**config.mk**
```make
export PLATFORM = sky130hd
export DESIGN_NAME = led_panel_top
export DESIGN_NICKNAME = d
export VERILOG_FILES = /design/src/common/led_panel_pkg.sv /design/src/framebuffer/framebuffer_emulator.sv /design/src/driver/conf_loader.sv /design/src/driver/gray_feeder.sv /design/src/driver/shift_arbiter.sv /design/src/driver/gclk_generator.sv /design/src/design/led_panel_top.sv
export SDC_FILE = /design/constraint.sdc
export NUM_CORES = 1
export LEC_CHECK = 0
export BUFFER_PORTS_ARGS = -buffer_cell sky130_fd_sc_hd__buf_4
export CAP_MARGIN = 20
export CORE_ASPECT_RATIO = 1.5
export CORE_UTILIZATION = 50
export CTS_CLUSTER_DIAMETER = 50
export CTS_CLUSTER_SIZE = 20
export DETAILED_ROUTE_END_ITERATION = 10
export PLACE_DENSITY_LB_ADDON = 0.3
export REMOVE_ABC_BUFFERS = 1
export SYNTH_ARGS = -nofsm -noshare
export SYNTH_HDL_FRONTEND = slang
export SYNTH_SLANG_ARGS = --single-unit
```
**constraint.sdc**
```tcl
create_clock -name clock_33 -period 10.5 [get_ports clock_33]
set_clock_uncertainty 0.15 [all_clocks]
set_input_delay 1.575 -clock clock_33 [delete_from_list [all_inputs] [get_ports clock_33]]
set_output_delay 1.575 -clock clock_33 [all_outputs]
set_load 0.01 [all_outputs]
```
**src/common/led_panel_pkg.sv**
```systemverilog
package led_panel_pkg;

  ////////////////////////////////////////////////////////////////////////////
  // Driver chain geometry
  ////////////////////////////////////////////////////////////////////////////

  // Parallel data lanes into the driver chain
  localparam int NUM_LANES = 30;

  // Grayscale or configuration payload
  localparam int WORD_BITS = 16;

  // Mode bit followed by the payload
  localparam int SHIFT_BITS = WORD_BITS + 1;

  ////////////////////////////////////////////////////////////////////////////
  // Frame and PWM timing
  ////////////////////////////////////////////////////////////////////////////

  // Grayscale words between two blanking gaps
  localparam int WORDS_PER_FRAME = 4;

  // clock_33 cycles with gclk held low after a frame
  localparam int BLANKING_CYCLES = 80;

  // Driver configuration payload
  localparam logic [WORD_BITS-1:0] CONF_WORD = 16'hA5C3;

  ////////////////////////////////////////////////////////////////////////////
  // Shift payload types
  ////////////////////////////////////////////////////////////////////////////

  // What one lane receives per latch
  // mode is 1 for configuration, 0 for grayscale
  typedef struct packed {
    logic                 mode;
    logic [WORD_BITS-1:0] payload;
  } lane_word_t;

  // Full content of one shift, one entry per lane
  typedef struct packed {
    lane_word_t [NUM_LANES-1:0] lanes;
  } word_req_t;

endpackage

```
**src/framebuffer/framebuffer_emulator.sv**
```systemverilog
`timescale 1ns/100ps

module framebuffer_emulator (
  input  logic                                clock_33,
  input  logic                                nrst,
  input  logic                                word_take,
  output logic [led_panel_pkg::WORD_BITS-1:0] fb_word,
  output logic [7:0]                          fb_frame
);

  import led_panel_pkg::*;

  localparam int IDX_BITS = $clog2(WORDS_PER_FRAME);

  logic [IDX_BITS-1:0] word_idx;
  logic                last_idx;

  assign last_idx = (word_idx == IDX_BITS'(WORDS_PER_FRAME - 1));

  ////////////////////////////////////////////////////////////////////////////
  // Word index and frame counter
  ////////////////////////////////////////////////////////////////////////////

  // A take moves to the next word in the following cycle
  always_ff @(posedge clock_33) begin
    if (!nrst) begin
      word_idx <= '0;
      fb_frame <= '0;
    end else if (word_take) begin
      if (last_idx) begin
        word_idx <= '0;
        fb_frame <= fb_frame + 8'd1;
      end else begin
        word_idx <= word_idx + 1'b1;
      end
    end
  end

  // Frame number in the high byte and word index in the low byte
  assign fb_word = {fb_frame, 8'(word_idx)};

endmodule

```
**src/driver/conf_loader.sv**
```systemverilog
`timescale 1ns/100ps

module conf_loader (
  input  logic                     clock_33,
  input  logic                     nrst,
  input  logic                     conf_reload,
  input  logic                     conf_done,
  output logic                     conf_req,
  output led_panel_pkg::word_req_t conf_word
);

  import led_panel_pkg::*;

  // Low only in the first cycle after reset release
  logic started;

  // conf_req is the pending flag itself
  // A reload in the done cycle wins over the clear, so it is not lost.
  // An earlier reload is covered by the shift still in progress,
  // since the configuration content never changes
  always_ff @(posedge clock_33) begin
    if (!nrst) begin
      started  <= 1'b0;
      conf_req <= 1'b0;
    end else begin
      started <= 1'b1;
      if (!started || conf_reload) begin
        conf_req <= 1'b1;
      end else if (conf_done) begin
        conf_req <= 1'b0;
      end
    end
  end

  // Same configuration on every lane
  always_comb begin
    for (int k = 0; k < NUM_LANES; k++) begin
      conf_word.lanes[k].mode    = 1'b1;
      conf_word.lanes[k].payload = CONF_WORD;
    end
  end

  // Arbiter may only finish a request that is still raised
  a_done_with_req: assert property (
    @(posedge clock_33) disable iff (!nrst) conf_done |-> conf_req)
    else $error("conf_done without conf_req");

endmodule

```
**src/driver/gray_feeder.sv**
```systemverilog
`timescale 1ns/100ps

module gray_feeder (
  input  logic                                clock_33,
  input  logic                                nrst,
  input  logic [led_panel_pkg::WORD_BITS-1:0] fb_word,
  input  logic                                gray_done,
  input  logic                                blank_end,
  output logic                                word_take,
  output logic                                gray_req,
  output led_panel_pkg::word_req_t            gray_word,
  output logic                                blank_start
);

  import led_panel_pkg::*;

  localparam int CNT_BITS = $clog2(WORDS_PER_FRAME);

  logic [CNT_BITS-1:0] word_cnt;
  logic                last_word;
  logic                blanking;
  logic                running;

  assign last_word = (word_cnt == CNT_BITS'(WORDS_PER_FRAME - 1));

  ////////////////////////////////////////////////////////////////////////////
  // Request sequencing
  ////////////////////////////////////////////////////////////////////////////

  // Done in D drops the request and takes a word in D+1
  // The new word is requested in D+2
  always_ff @(posedge clock_33) begin
    if (!nrst) begin
      running     <= 1'b0;
      gray_req    <= 1'b0;
      word_take   <= 1'b0;
      blank_start <= 1'b0;
      blanking    <= 1'b0;
      word_cnt    <= '0;
    end else begin
      running     <= 1'b1;
      word_take   <= gray_done;
      blank_start <= gray_done && last_word;
      if (gray_done) begin
        gray_req <= 1'b0;
        if (last_word) begin
          word_cnt <= '0;
          blanking <= 1'b1;
        end else begin
          word_cnt <= word_cnt + 1'b1;
        end
      end else if (blank_end) begin
        // Next frame's first word is already fetched
        blanking <= 1'b0;
        gray_req <= 1'b1;
      end else if (!running || (word_take && !blanking)) begin
        gray_req <= 1'b1;
      end
    end
  end

  // Lane k gets the word XOR its lane number
  always_comb begin
    for (int k = 0; k < NUM_LANES; k++) begin
      gray_word.lanes[k].mode    = 1'b0;
      gray_word.lanes[k].payload = fb_word ^ WORD_BITS'(k);
    end
  end

  // The gclk gap may only end while the feeder waits for it
  a_end_in_gap: assert property (
    @(posedge clock_33) disable iff (!nrst) blank_end |-> blanking)
    else $error("blank_end while not blanking");

endmodule

```
**src/driver/shift_arbiter.sv**
```systemverilog
`timescale 1ns/100ps

module shift_arbiter (
  input  logic                                clock_33,
  input  logic                                nrst,
  input  logic                                conf_req,
  input  logic                                gray_req,
  input  led_panel_pkg::word_req_t            conf_word,
  input  led_panel_pkg::word_req_t            gray_word,
  output logic                                conf_done,
  output logic                                gray_done,
  output logic                                sclk,
  output logic                                lat,
  output logic [led_panel_pkg::NUM_LANES-1:0] sin
);

  import led_panel_pkg::*;

  localparam int BIT_BITS = $clog2(SHIFT_BITS);

  word_req_t           shift_q;
  word_req_t           grant_word;
  logic                busy;
  logic                owner_conf;
  logic [BIT_BITS-1:0] bit_cnt;
  logic                phase;
  logic                grant_conf;
  logic                grant_gray;
  logic                grant;
  logic                advance;
  logic                last_bit;

  ////////////////////////////////////////////////////////////////////////////
  // Fixed priority grant
  ////////////////////////////////////////////////////////////////////////////

  // Owner still holds its request in the done cycle and is masked out
  assign grant_conf = !busy && conf_req && !conf_done;
  assign grant_gray = !busy && !grant_conf && gray_req && !gray_done;
  assign grant      = grant_conf || grant_gray;
  assign grant_word = grant_conf ? conf_word : gray_word;

  // End of the high phase of a bit
  assign advance  = busy && !lat && phase && (bit_cnt != '0);
  assign last_bit = busy && !lat && phase && (bit_cnt == '0);

  // Payload store shifted MSB first on each lane
  always_ff @(posedge clock_33) begin
    if (grant) begin
      shift_q <= grant_word;
    end else if (advance) begin
      for (int k = 0; k < NUM_LANES; k++) begin
        shift_q.lanes[k] <= {shift_q.lanes[k][SHIFT_BITS-2:0], 1'b0};
      end
    end
  end

  ////////////////////////////////////////////////////////////////////////////
  // Bit and phase sequencer
  ////////////////////////////////////////////////////////////////////////////

  // Grant in G then bits in G+1 to G+34, lat in G+35 and done in G+36
  always_ff @(posedge clock_33) begin
    if (!nrst) begin
      busy       <= 1'b0;
      owner_conf <= 1'b0;
      bit_cnt    <= '0;
      phase      <= 1'b0;
      sclk       <= 1'b0;
      lat        <= 1'b0;
      sin        <= '0;
      conf_done  <= 1'b0;
      gray_done  <= 1'b0;
    end else begin
      conf_done <= 1'b0;
      gray_done <= 1'b0;
      if (grant) begin
        busy       <= 1'b1;
        owner_conf <= grant_conf;
        bit_cnt    <= BIT_BITS'(SHIFT_BITS - 1);
        phase      <= 1'b0;
        sclk       <= 1'b0;
        for (int k = 0; k < NUM_LANES; k++) begin
          sin[k] <= grant_word.lanes[k].mode;
        end
      end else if (lat) begin
        lat       <= 1'b0;
        busy      <= 1'b0;
        conf_done <= owner_conf;
        gray_done <= !owner_conf;
      end else if (last_bit) begin
        lat  <= 1'b1;
        sclk <= 1'b0;
        sin  <= '0;
      end else if (advance) begin
        bit_cnt <= bit_cnt - 1'b1;
        phase   <= 1'b0;
        sclk    <= 1'b0;
        for (int k = 0; k < NUM_LANES; k++) begin
          sin[k] <= shift_q.lanes[k][SHIFT_BITS-2];
        end
      end else if (busy) begin
        // Drivers sample sin on the rising edge of sclk
        phase <= 1'b1;
        sclk  <= 1'b1;
      end
    end
  end

  // Owner keeps its request up for the whole shift
  a_req_held: assert property (
    @(posedge clock_33) disable iff (!nrst)
      busy |-> (owner_conf ? conf_req : gray_req))
    else $error("request dropped before done");

  // Grayscale word stays put under its own shift
  a_word_held: assert property (
    @(posedge clock_33) disable iff (!nrst)
      (busy && !owner_conf) |-> $stable(gray_word))
    else $error("gray_word changed before done");

endmodule

```
**src/driver/gclk_generator.sv**
```systemverilog
`timescale 1ns/100ps

module gclk_generator (
  input  logic clock_33,
  input  logic nrst,
  input  logic blank_start,
  output logic gclk,
  output logic blank_end
);

  import led_panel_pkg::*;

  localparam int CNT_BITS = $clog2(BLANKING_CYCLES + 1);

  // Cycles of the gap still to run, zero when not blanking
  logic [CNT_BITS-1:0] blank_cnt;
  logic                blanking;

  assign blanking  = (blank_cnt != '0);
  assign blank_end = (blank_cnt == CNT_BITS'(1));

  ////////////////////////////////////////////////////////////////////////////
  // PWM clock with blanking gap
  ////////////////////////////////////////////////////////////////////////////

  // gclk low from the cycle after blank_start for BLANKING_CYCLES cycles
  always_ff @(posedge clock_33) begin
    if (!nrst) begin
      gclk      <= 1'b0;
      blank_cnt <= '0;
    end else if (blank_start) begin
      gclk      <= 1'b0;
      blank_cnt <= CNT_BITS'(BLANKING_CYCLES);
    end else begin
      if (blanking) begin
        blank_cnt <= blank_cnt - 1'b1;
      end
      // Last gap cycle resumes toggling
      gclk <= (blanking && !blank_end) ? 1'b0 : ~gclk;
    end
  end

  // Feeder must wait for blank_end before the next frame
  a_no_restart: assert property (
    @(posedge clock_33) disable iff (!nrst) blank_start |-> !blanking)
    else $error("blank_start during blanking");

endmodule

```
**src/design/led_panel_top.sv**
```systemverilog
`timescale 1ns/100ps

module led_panel_top (
  input  logic                                clock_33,
  input  logic                                nrst,
  input  logic                                conf_reload,
  output logic                                sclk,
  output logic                                lat,
  output logic                                gclk,
  output logic [led_panel_pkg::NUM_LANES-1:0] sin
);

  import led_panel_pkg::*;

  logic [WORD_BITS-1:0] fb_word;
  logic                 word_take;
  logic                 conf_req;
  logic                 conf_done;
  word_req_t            conf_word;
  logic                 gray_req;
  logic                 gray_done;
  word_req_t            gray_word;
  logic                 blank_start;
  logic                 blank_end;

  framebuffer_emulator framebuffer_emulator_i (
    .clock_33  (clock_33),
    .nrst      (nrst),
    .word_take (word_take),
    .fb_word   (fb_word),
    .fb_frame  ()
  );

  conf_loader conf_loader_i (
    .clock_33    (clock_33),
    .nrst        (nrst),
    .conf_reload (conf_reload),
    .conf_done   (conf_done),
    .conf_req    (conf_req),
    .conf_word   (conf_word)
  );

  gray_feeder gray_feeder_i (
    .clock_33    (clock_33),
    .nrst        (nrst),
    .fb_word     (fb_word),
    .gray_done   (gray_done),
    .blank_end   (blank_end),
    .word_take   (word_take),
    .gray_req    (gray_req),
    .gray_word   (gray_word),
    .blank_start (blank_start)
  );

  // Single serial port shared by configuration and grayscale
  shift_arbiter shift_arbiter_i (
    .clock_33  (clock_33),
    .nrst      (nrst),
    .conf_req  (conf_req),
    .gray_req  (gray_req),
    .conf_word (conf_word),
    .gray_word (gray_word),
    .conf_done (conf_done),
    .gray_done (gray_done),
    .sclk      (sclk),
    .lat       (lat),
    .sin       (sin)
  );

  gclk_generator gclk_generator_i (
    .clock_33    (clock_33),
    .nrst        (nrst),
    .blank_start (blank_start),
    .gclk        (gclk),
    .blank_end   (blank_end)
  );

endmodule

```
==> results, run 1 <==
- The sequential cells in the finished layout cover a total of 13100 sq um.
- The cell at the root of the clock tree is sky130_fd_sc_hd__clkbuf_16.
- After clock tree synthesis, the clock-pin slew on the worst setup and hold paths is 0.08 ns.
- The placeable core area is 35000 sq um.
- For this run, the register share of the synthesized area comes to 73.8%.
- The count of fill cells added during filler insertion is 2883.
- The number of buffers inserted by hold repair at cts is 0.
- The initial core utilization is 50.6%.
- The launching element type of the critical path is a flop.
- The endpoint identified for the worst register-to-register timing path is shift_arbiter_i.shift_q[368]$_DFFE_PP_.
- Of the cells placed in the final design, the portion with a size suffix greater than 1 is 7.42%.
- The count of buffers inserted at the top-level ports is 35.
- The post-route fraction of the period consumed by the critical path is 40.3%.
- Counting along the longest clock path gives a buffer depth of 3.
- The most common cell after layout, fill and taps aside is sky130_fd_sc_hd__nand2_1.
- At the end of routability-driven placement, the weighted congestion stood at 0.702.
- The peak fanout along the critical path is 79.
- STA classifies the critical path endpoint as a flop.
- The flow ran to the end, and the final reports show no timing, DRC or antenna violations.
- The count of nets left with antenna violations after detail routing is 0.
- The global-route wire length before repair is 42.9 mm.
- Compared with the post-synthesis result, the final layout area differs by 9.08%.
- Following the worst setup path forward leads to its endpoint at shift_arbiter_i.shift_q[368]$_DFFE_PP_.
- The floorplan step set the die width to 156 um.
- The worst slew slack as a fraction of its limit is 29.2%.
- TritonCTS built the clock tree.
- The worst setup slack after layout is 6.27 ns.
- The source of the critical timing path is shift_arbiter_i.bit_cnt[0]$_SDFFE_PP0P_.
- The mean instance size in the synthesized netlist is 12.0 sq um.
- The number of library cell types mapped by synthesis is 39.
- The setup violation total in the final timing report is 0.
- Prior to clock tree synthesis, the placed netlist has a worst setup slack of 6.08 ns.
- Measured along the y axis, the die boundary spans 233 um.
- The largest net degree at the start of global routing is 94.
- The depth of the most critical reg-to-reg path is 8.
- The ratio of routed vias to standard cells is 5.03.
- In the layout the commonest cells are sky130_fd_sc_hd__nand2_1, sky130_fd_sc_hd__edfxtp_1, sky130_fd_sc_hd__nor2_1.
- In this run the core area contains 84 standard-cell rows.
- Counting every sink on the clock net gives 458.
- TritonCTS created 29 clock buffers.
- The number of ports placed on the die boundary is 36.
- Dividing total power by cell area gives a power density of 228 nW/um^2.
- The number of DRC violations after detailed routing is 0.
- Setup repair after global routing left no endpoint under its margin.
- The multi-input logic area is 4210 sq um.
- Static timing analysis puts the maximum clock frequency at 0.237 GHz.
- The number of pins exceeding their max-slew limit in the final report is 0.
- Max-cap violations in this run came to 0.
- Counting flops and latches in the post-synthesis netlist gives 458.
- The number of inserted diodes is 0.
- The total number of vias is 9831.
- The worst path needs 4.23 ns of the cycle, external delays included.
- In the synthesized netlist the async set-or-reset flop fraction comes to 0%.
- The count of instances resized after the clock tree is built is 0.
- The mean routed wirelength per cell is 12.9 um.
- Summing every instance area after synthesis gives 17700 sq um.
- The start of the worst register-to-register path is shift_arbiter_i.bit_cnt[0]$_SDFFE_PP0P_.
- For this run, the leading register cell type out of synthesis is sky130_fd_sc_hd__edfxtp_1.
- The number of flops mapped to enable cells by yosys is 390.
- The latest clock arrival within the worst-skew pair is 0.57 ns.
- For flop-to-flop paths, the worst setup slack is 6.27 ns.
- Summing all placed instances gives a cell area of 18300 sq um.
- At the worst endpoint, the required time is 10.54 ns.
- The via count of the first global-routing pass was 9582.
- Summed over all cells, the static leakage comes to 0.00813 uW.
- For this block, the initial DRC count from the detailed router was 561.
- The global-route total usage across every layer is 14.4%.
- CTS built an H-tree with a depth of 1.
- The maximum VDD drop is 0.135 mV.
- The hold violation count in the final report is 0.
- The number of buffers added for setup after CTS is 0.
- In this run the worst hold path is classified as reg2reg.
- The number of search-and-repair iterations in the first detailed-routing pass is 6.
- The arrival time of the worst setup path is 4.27 ns.
- The transition time of the tightest slew-check pin is 1.06 ns.
- The final net count is 1473.
- The worst setup path is of the reg2reg kind.
- The final cell area excluding filler cells is 19300 sq um.
- Summed over all layers, the global routing overflow is 0.
- The final wirelength is 25.2 mm.
- The post-route setup TNS is 0 ns.
- The floorplan die area is 36200 sq um.
- Summed over all nets, the half-perimeter wirelength after detailed placement is 14.2 mm.
- The number of synthesis warnings is 0.
- The synthesized instance count is 1477.
- The initial antenna violation count came to 0.
-- area by class of cell --
cell class / instances / area share, %
clock buffers: 37 / 3.91
inverters: 9 / 0.175
multi-input cells: 913 / 21.8
repair buffers: 53 / 2.49
clock inverters: 13 / 0.919
flip-flops and latches: 458 / 67.7
well taps: 473 / 3.06
-- worst min-delay path by stage --
stage	start	end	cells after the start
floorplan	shift_arbiter_i.owner_conf$_SDFFE_PN0P_	shift_arbiter_i.gray_done$_SDFF_PP0_	1
global placement	gclk_generator_i.gclk$_SDFF_PP0_	gclk_generator_i.gclk$_SDFF_PP0_	1
detailed placement	gclk_generator_i.gclk$_SDFF_PP0_	gclk_generator_i.gclk$_SDFF_PP0_	1
CTS	gclk_generator_i.gclk$_SDFF_PP0_	gclk_generator_i.gclk$_SDFF_PP0_	1
global route	shift_arbiter_i.owner_conf$_SDFFE_PN0P_	shift_arbiter_i.gray_done$_SDFF_PP0_	1
finish	gclk_generator_i.gclk$_SDFF_PP0_	gclk_generator_i.gclk$_SDFF_PP0_	1
-- report_power, final --
part | internal, uW | switching, uW
Clock | 601 | 573
Combinational | 240 | 422
Sequential | 2460 | 104
Total | 3300 | 1100
-- per-layer routing --
layer  GRT usage [%]  vias up  wire (um)
met4            4.78        0        512
li1                -     4942          -
met3            1.84       28        751
met2            28.7      104      13800
met1            15.3     4757      10100
met5               0        -          0
-- state kept, by name (all words and copies together) (netlist names), 2 cells and up --
| signal | cells |
|---|---|
| framebuffer_emulator_i.fb_frame | 8 |
| gclk_generator_i.blank_cnt | 7 |
| shift_arbiter_i.bit_cnt | 5 |
| shift_arbiter_i.shift_q | 390 |
| gray_feeder_i.word_cnt | 2 |
| shift_arbiter_i.sin | 30 |
| framebuffer_emulator_i.word_idx | 2 |
-- through the flow --
step	cells	hold WS, ns	util [%]	total power, uW
after floorplan	1380	0.264	-	3120
after global placement	1899	0.259	52.2	3220
after detailed placement	1900	0.257	52.2	3270
after CTS	1950	0.272	54.9	4440
after global routing	1956	0.318	55.2	4640
final	1956	0.273	55.2	4400
-- cells in the mapped netlist (3+ instances only) --
cell	instances	area (sq um)
sky130_fd_sc_hd__a211oi_1	4	30.0
sky130_fd_sc_hd__a21oi_1	15	75.1
sky130_fd_sc_hd__and2_1	58	363
sky130_fd_sc_hd__and3_1	31	194
sky130_fd_sc_hd__buf_1	3	11.3
sky130_fd_sc_hd__buf_2	39	195
sky130_fd_sc_hd__buf_6	3	33.8
sky130_fd_sc_hd__clkbuf_1	52	195
sky130_fd_sc_hd__dfxtp_1	68	1360
sky130_fd_sc_hd__edfxtp_1	390	11700
sky130_fd_sc_hd__ha_1	6	75.1
sky130_fd_sc_hd__inv_1	9	33.8
sky130_fd_sc_hd__nand2_1	619	2320
sky130_fd_sc_hd__nand2b_1	4	25.0
sky130_fd_sc_hd__nand3_1	8	40.0
sky130_fd_sc_hd__nor2_1	85	319
sky130_fd_sc_hd__nor3_1	9	45.0
sky130_fd_sc_hd__o21ai_0	5	25.0
sky130_fd_sc_hd__o221a_1	30	338
sky130_fd_sc_hd__xnor2_1	4	35.0
sky130_fd_sc_hd__xor2_1	9	78.8
-- logic make-up (layout without fill, tap and decap cells) --
group                    count (synthesis)  in the layout  synth area share, %
AND/OR/NAND/NOR                        833            833                 19.5
buffers and inverters                  106            112                 2.65
XOR/XNOR                                13             13                0.643
multiplexers                             2              2                0.113
AO/OA/AOI/OAI                           59             59                 2.87
flip-flops                             458            458                 73.8
adder cells (fa/ha/maj)                  6              6                0.424
-- critical path, stage by stage, from the launching register on --
cell	delay, ns
sky130_fd_sc_hd__dfxtp_1	0.38
sky130_fd_sc_hd__inv_1	0.07
sky130_fd_sc_hd__ha_1	0.23
sky130_fd_sc_hd__or4b_4	0.23
sky130_fd_sc_hd__and2_0	0.27
sky130_fd_sc_hd__or2_4	0.67
sky130_fd_sc_hd__buf_4	0.59
sky130_fd_sc_hd__buf_12	0.32
sky130_fd_sc_hd__buf_4	0.78
No activity file was read; power rests on OpenSTA's default activity.
==> run 2, diff against run 1 <==
Clock period 10.5 ns to 3.7 ns, I/O delays scaled along.
==> run 2 against run 1 <==
Non-clock buffer count up 2. Final cell count up 0.61%. Maximum frequency up 51%. Design area up 0.89%. Register-to-register slack worse by 5.4 ns. Clock power rose to 3.2 times the previous value. Flip-flop and latch count unchanged. Wire length up 0.24%. Total power rose to 2.9 times the previous value. Combinational power rose to 2.9 times the previous value. Highest routed layer unchanged.
==> results, run 2 (synthesized netlist as in run 1, its figures left out) <==
- The overflow left after global routing is 0 (unchanged).
- The height of the die came to 233 um (unchanged).
- The worst setup path is launched from a flop.
- The register area was 13100 sq um (unchanged).
- The number of cells traversed by the worst hold path is 3 (+2).
- The global-route wire length before repair was 43.1 mm (+0.34%).
- The worst endpoint required time was 3.71 ns (-6.83 ns).
- The number of sinks on the clock net is 458 (unchanged).
- The ratio of routed vias to standard cells is 5.00 (-0.60%).
- The clock buffer count from CTS came to 35 (+21%).
- Leaving out fill and tap cells, the most frequent cell in the layout is sky130_fd_sc_hd__nand2_1.
- The worst setup slack after layout is 0.892 ns (-5.38 ns).
- The maximum level of the CTS H-tree was 2 (+1).
- The setup path with the least slack is of type reg2reg.
- The post-route fraction of the period consumed by the critical path is 75.9% (+36 points).
- The final wirelength is 25.3 mm (+0.24%).
- The number of inserted diodes is 0 (unchanged).
- The initial antenna violation count is 0 (unchanged).
- The die boundary width is 156 um (unchanged).
- The worst setup path is captured at a flop.
- The setup violation total in the final timing report came to 0 (unchanged).
- Setup repair after global routing left no endpoint under its margin.
- The final weighted congestion of routability-driven global placement is 0.713 (+1.5%).
- The number of search-and-repair iterations in the first detailed-routing pass is 5 (-1).
- The via count of the first global-routing pass is 9642 (+0.63%).
- The global-route total usage across every layer was 14.6% (+0.19 points).
- The arrival time of the worst setup path is 2.82 ns (-1.45 ns).
- The number of rows created at floorplan came to 84 (unchanged).
- The count of nets left with antenna violations after detail routing came to 0 (unchanged).
- The fraction of final layout cells sized beyond drive strength 1 is 8.36% (+0.94 points).
- The biggest cell delay along the critical path is 0.58 ns (-0.20 ns).
- The flip-flop count of the largest register, all copies and words added is 390 (unchanged).
- The placement-stage cell area was 18400 sq um (+0.63%).
- The highest achievable clock rate was 0.356 GHz (+51%).
- The initial core utilization is 50.6% (unchanged).
- The post-route setup TNS is 0 ns (unchanged).
- The maximum VDD drop is 0.475 mV (+250%).
- The number of buffers added for setup after CTS is 0 (unchanged).
- The max capacitance violation total is 0 (unchanged).
- The half-perimeter wire length after detailed placement is 14.2 mm (+0.41%).
- The first-iteration detailed-routing DRC count is 618 (+10%).
- The largest registers in the layout are shift_arbiter_i.shift_q (390), shift_arbiter_i.sin (30), framebuffer_emulator_i.fb_frame (8).
- The count of fill cells added during filler insertion is 2838 (-1.6%).
- The worst slew slack as a fraction of its limit is 35.4% (+6.2 points).
- The final net count was 1481 (+0.54%).
- The largest net degree at the start of global routing is 217 (+130%).
- Ranked by flip-flop count, first place goes to shift_arbiter_i.shift_q.
- The run finished with clean final reports.
- The transition time of the tightest slew-check pin is 0.967 ns (-0.0953 ns).
- The maximum buffer depth of the clock tree came to 3 (unchanged).
- The hold violation count in the final report is 0 (unchanged).
- The final design utilization is 55.7% (+0.49 points).
- The final worst hold slack is 0.166 ns (-0.107 ns).
- TritonCTS built the clock tree.
- The leakage power of the design is 0.00823 uW (+1.2%).
- Leaving out fill and tap cells, the most frequent cells in the layout are sky130_fd_sc_hd__nand2_1, sky130_fd_sc_hd__edfxtp_1, sky130_fd_sc_hd__nor2_1.
- The synthesis-to-layout area growth is 10.1%.
- The floorplan die area is 36200 sq um (unchanged).
- Clock tree synthesis selected as its root buffer the cell sky130_fd_sc_hd__clkbuf_16.
- The number of DRC violations after detailed routing was 0 (unchanged).
- The peak fanout along the critical path is 40 (-49%).
- The final cell area excluding filler cells is 19500 sq um (+0.89%).
- The ratio of total power to cell area is 660 nW/um^2 (+190%).
- The critical path goes through inv_1 -> ha_1 -> or4b_4 -> and2_0 -> or2_4 -> buf_4.
- The number of ports placed on the die boundary is 36 (unchanged).
- The setup slack after placement is 0.905 ns (-5.18 ns).
- The latest clock arrival within the worst-skew pair came to 0.52 ns (-0.05 ns).
- The time the final worst path needs with I/O delays and setup came to 2.81 ns (-1.42 ns).
- The clock-pin slew on the worst setup and hold paths is 0.07 ns (about the same).
- The number of buffers inserted by hold repair at cts is 0 (unchanged).
- The depth of the most critical reg-to-reg path is 6 (-2).
- The placeable core area is 35000 sq um (unchanged).
- The multi-input logic area was 4210 sq um (unchanged).
- The count of buffers inserted at the top-level ports was 35 (unchanged).
- The number of pins exceeding their max-slew limit in the final report is 0 (unchanged).
- The count of instances resized after the clock tree is built is 0 (unchanged).
- The cell type of the slowest stage on the worst timing path is sky130_fd_sc_hd__or2_4.
- The mean routed wirelength per cell is 12.8 um (-0.37%).
- The total number of vias is 9832 (+0.010%).
- The path class of the tightest hold or removal check is in2reg.
[run 2: layout make-up]
class                      instances  share of cell area (%)
timing repair buffer              55                    2.44
tap                              473                    3.04
clock inverter                    20                   0.892
multi-input combinational        913                    21.6
clock buffer                      40                    4.81
inverter                           9                   0.173
sequential                       458                    67.1
[run 2: where the power goes]
part | internal [uW] | total (uW) | switching [uW]
clock network | 1910 | 3700 | 1790
registers | 6960 | 7260 | 298
logic | 693 | 1900 | 1210
[run 2: final timing paths]
check                                           endpoint                               startpoint  slack [ns]
setup reg to reg  shift_arbiter_i.shift_q[234]$_DFFE_PP_  shift_arbiter_i.bit_cnt[0]$_SDFFE_PP0P_        0.89
setup / recovery  shift_arbiter_i.shift_q[234]$_DFFE_PP_  shift_arbiter_i.bit_cnt[0]$_SDFFE_PP0P_        0.89
hold / removal       conf_loader_i.conf_req$_SDFFE_PN0P_                              conf_reload        0.17
hold reg to reg         gclk_generator_i.gclk$_SDFF_PP0_         gclk_generator_i.gclk$_SDFF_PP0_        0.27
[run 2: routing by layer]
metal	up-vias	part of all wire [%]	wire [um]	global-route usage (%)
met5	-	0	0	0
met4	0	3.0	751	5.64
met3	43	2.5	630	2.20
met2	110	55	13800	28.9
met1	4723	40	10100	15.1
li1	4956	-	-	-
[run 2: critical path, delay by kind of cell, from the launching register on]
| kind | cells | cell delay [ns] |
|---|---|---|
| buf+inv | 2 | 0.59 |
| simple gates | 3 | 1.10 |
| fa+ha+maj | 1 | 0.21 |
| flops | 1 | 0.37 |
[run 2: stage by stage]
step	power (uW)	std cells
floorplan	8850	1380
global placement	9170	1908
detailed placement	9310	1908
CTS	13000	1968
global route	13500	1968
finish	12900	1968
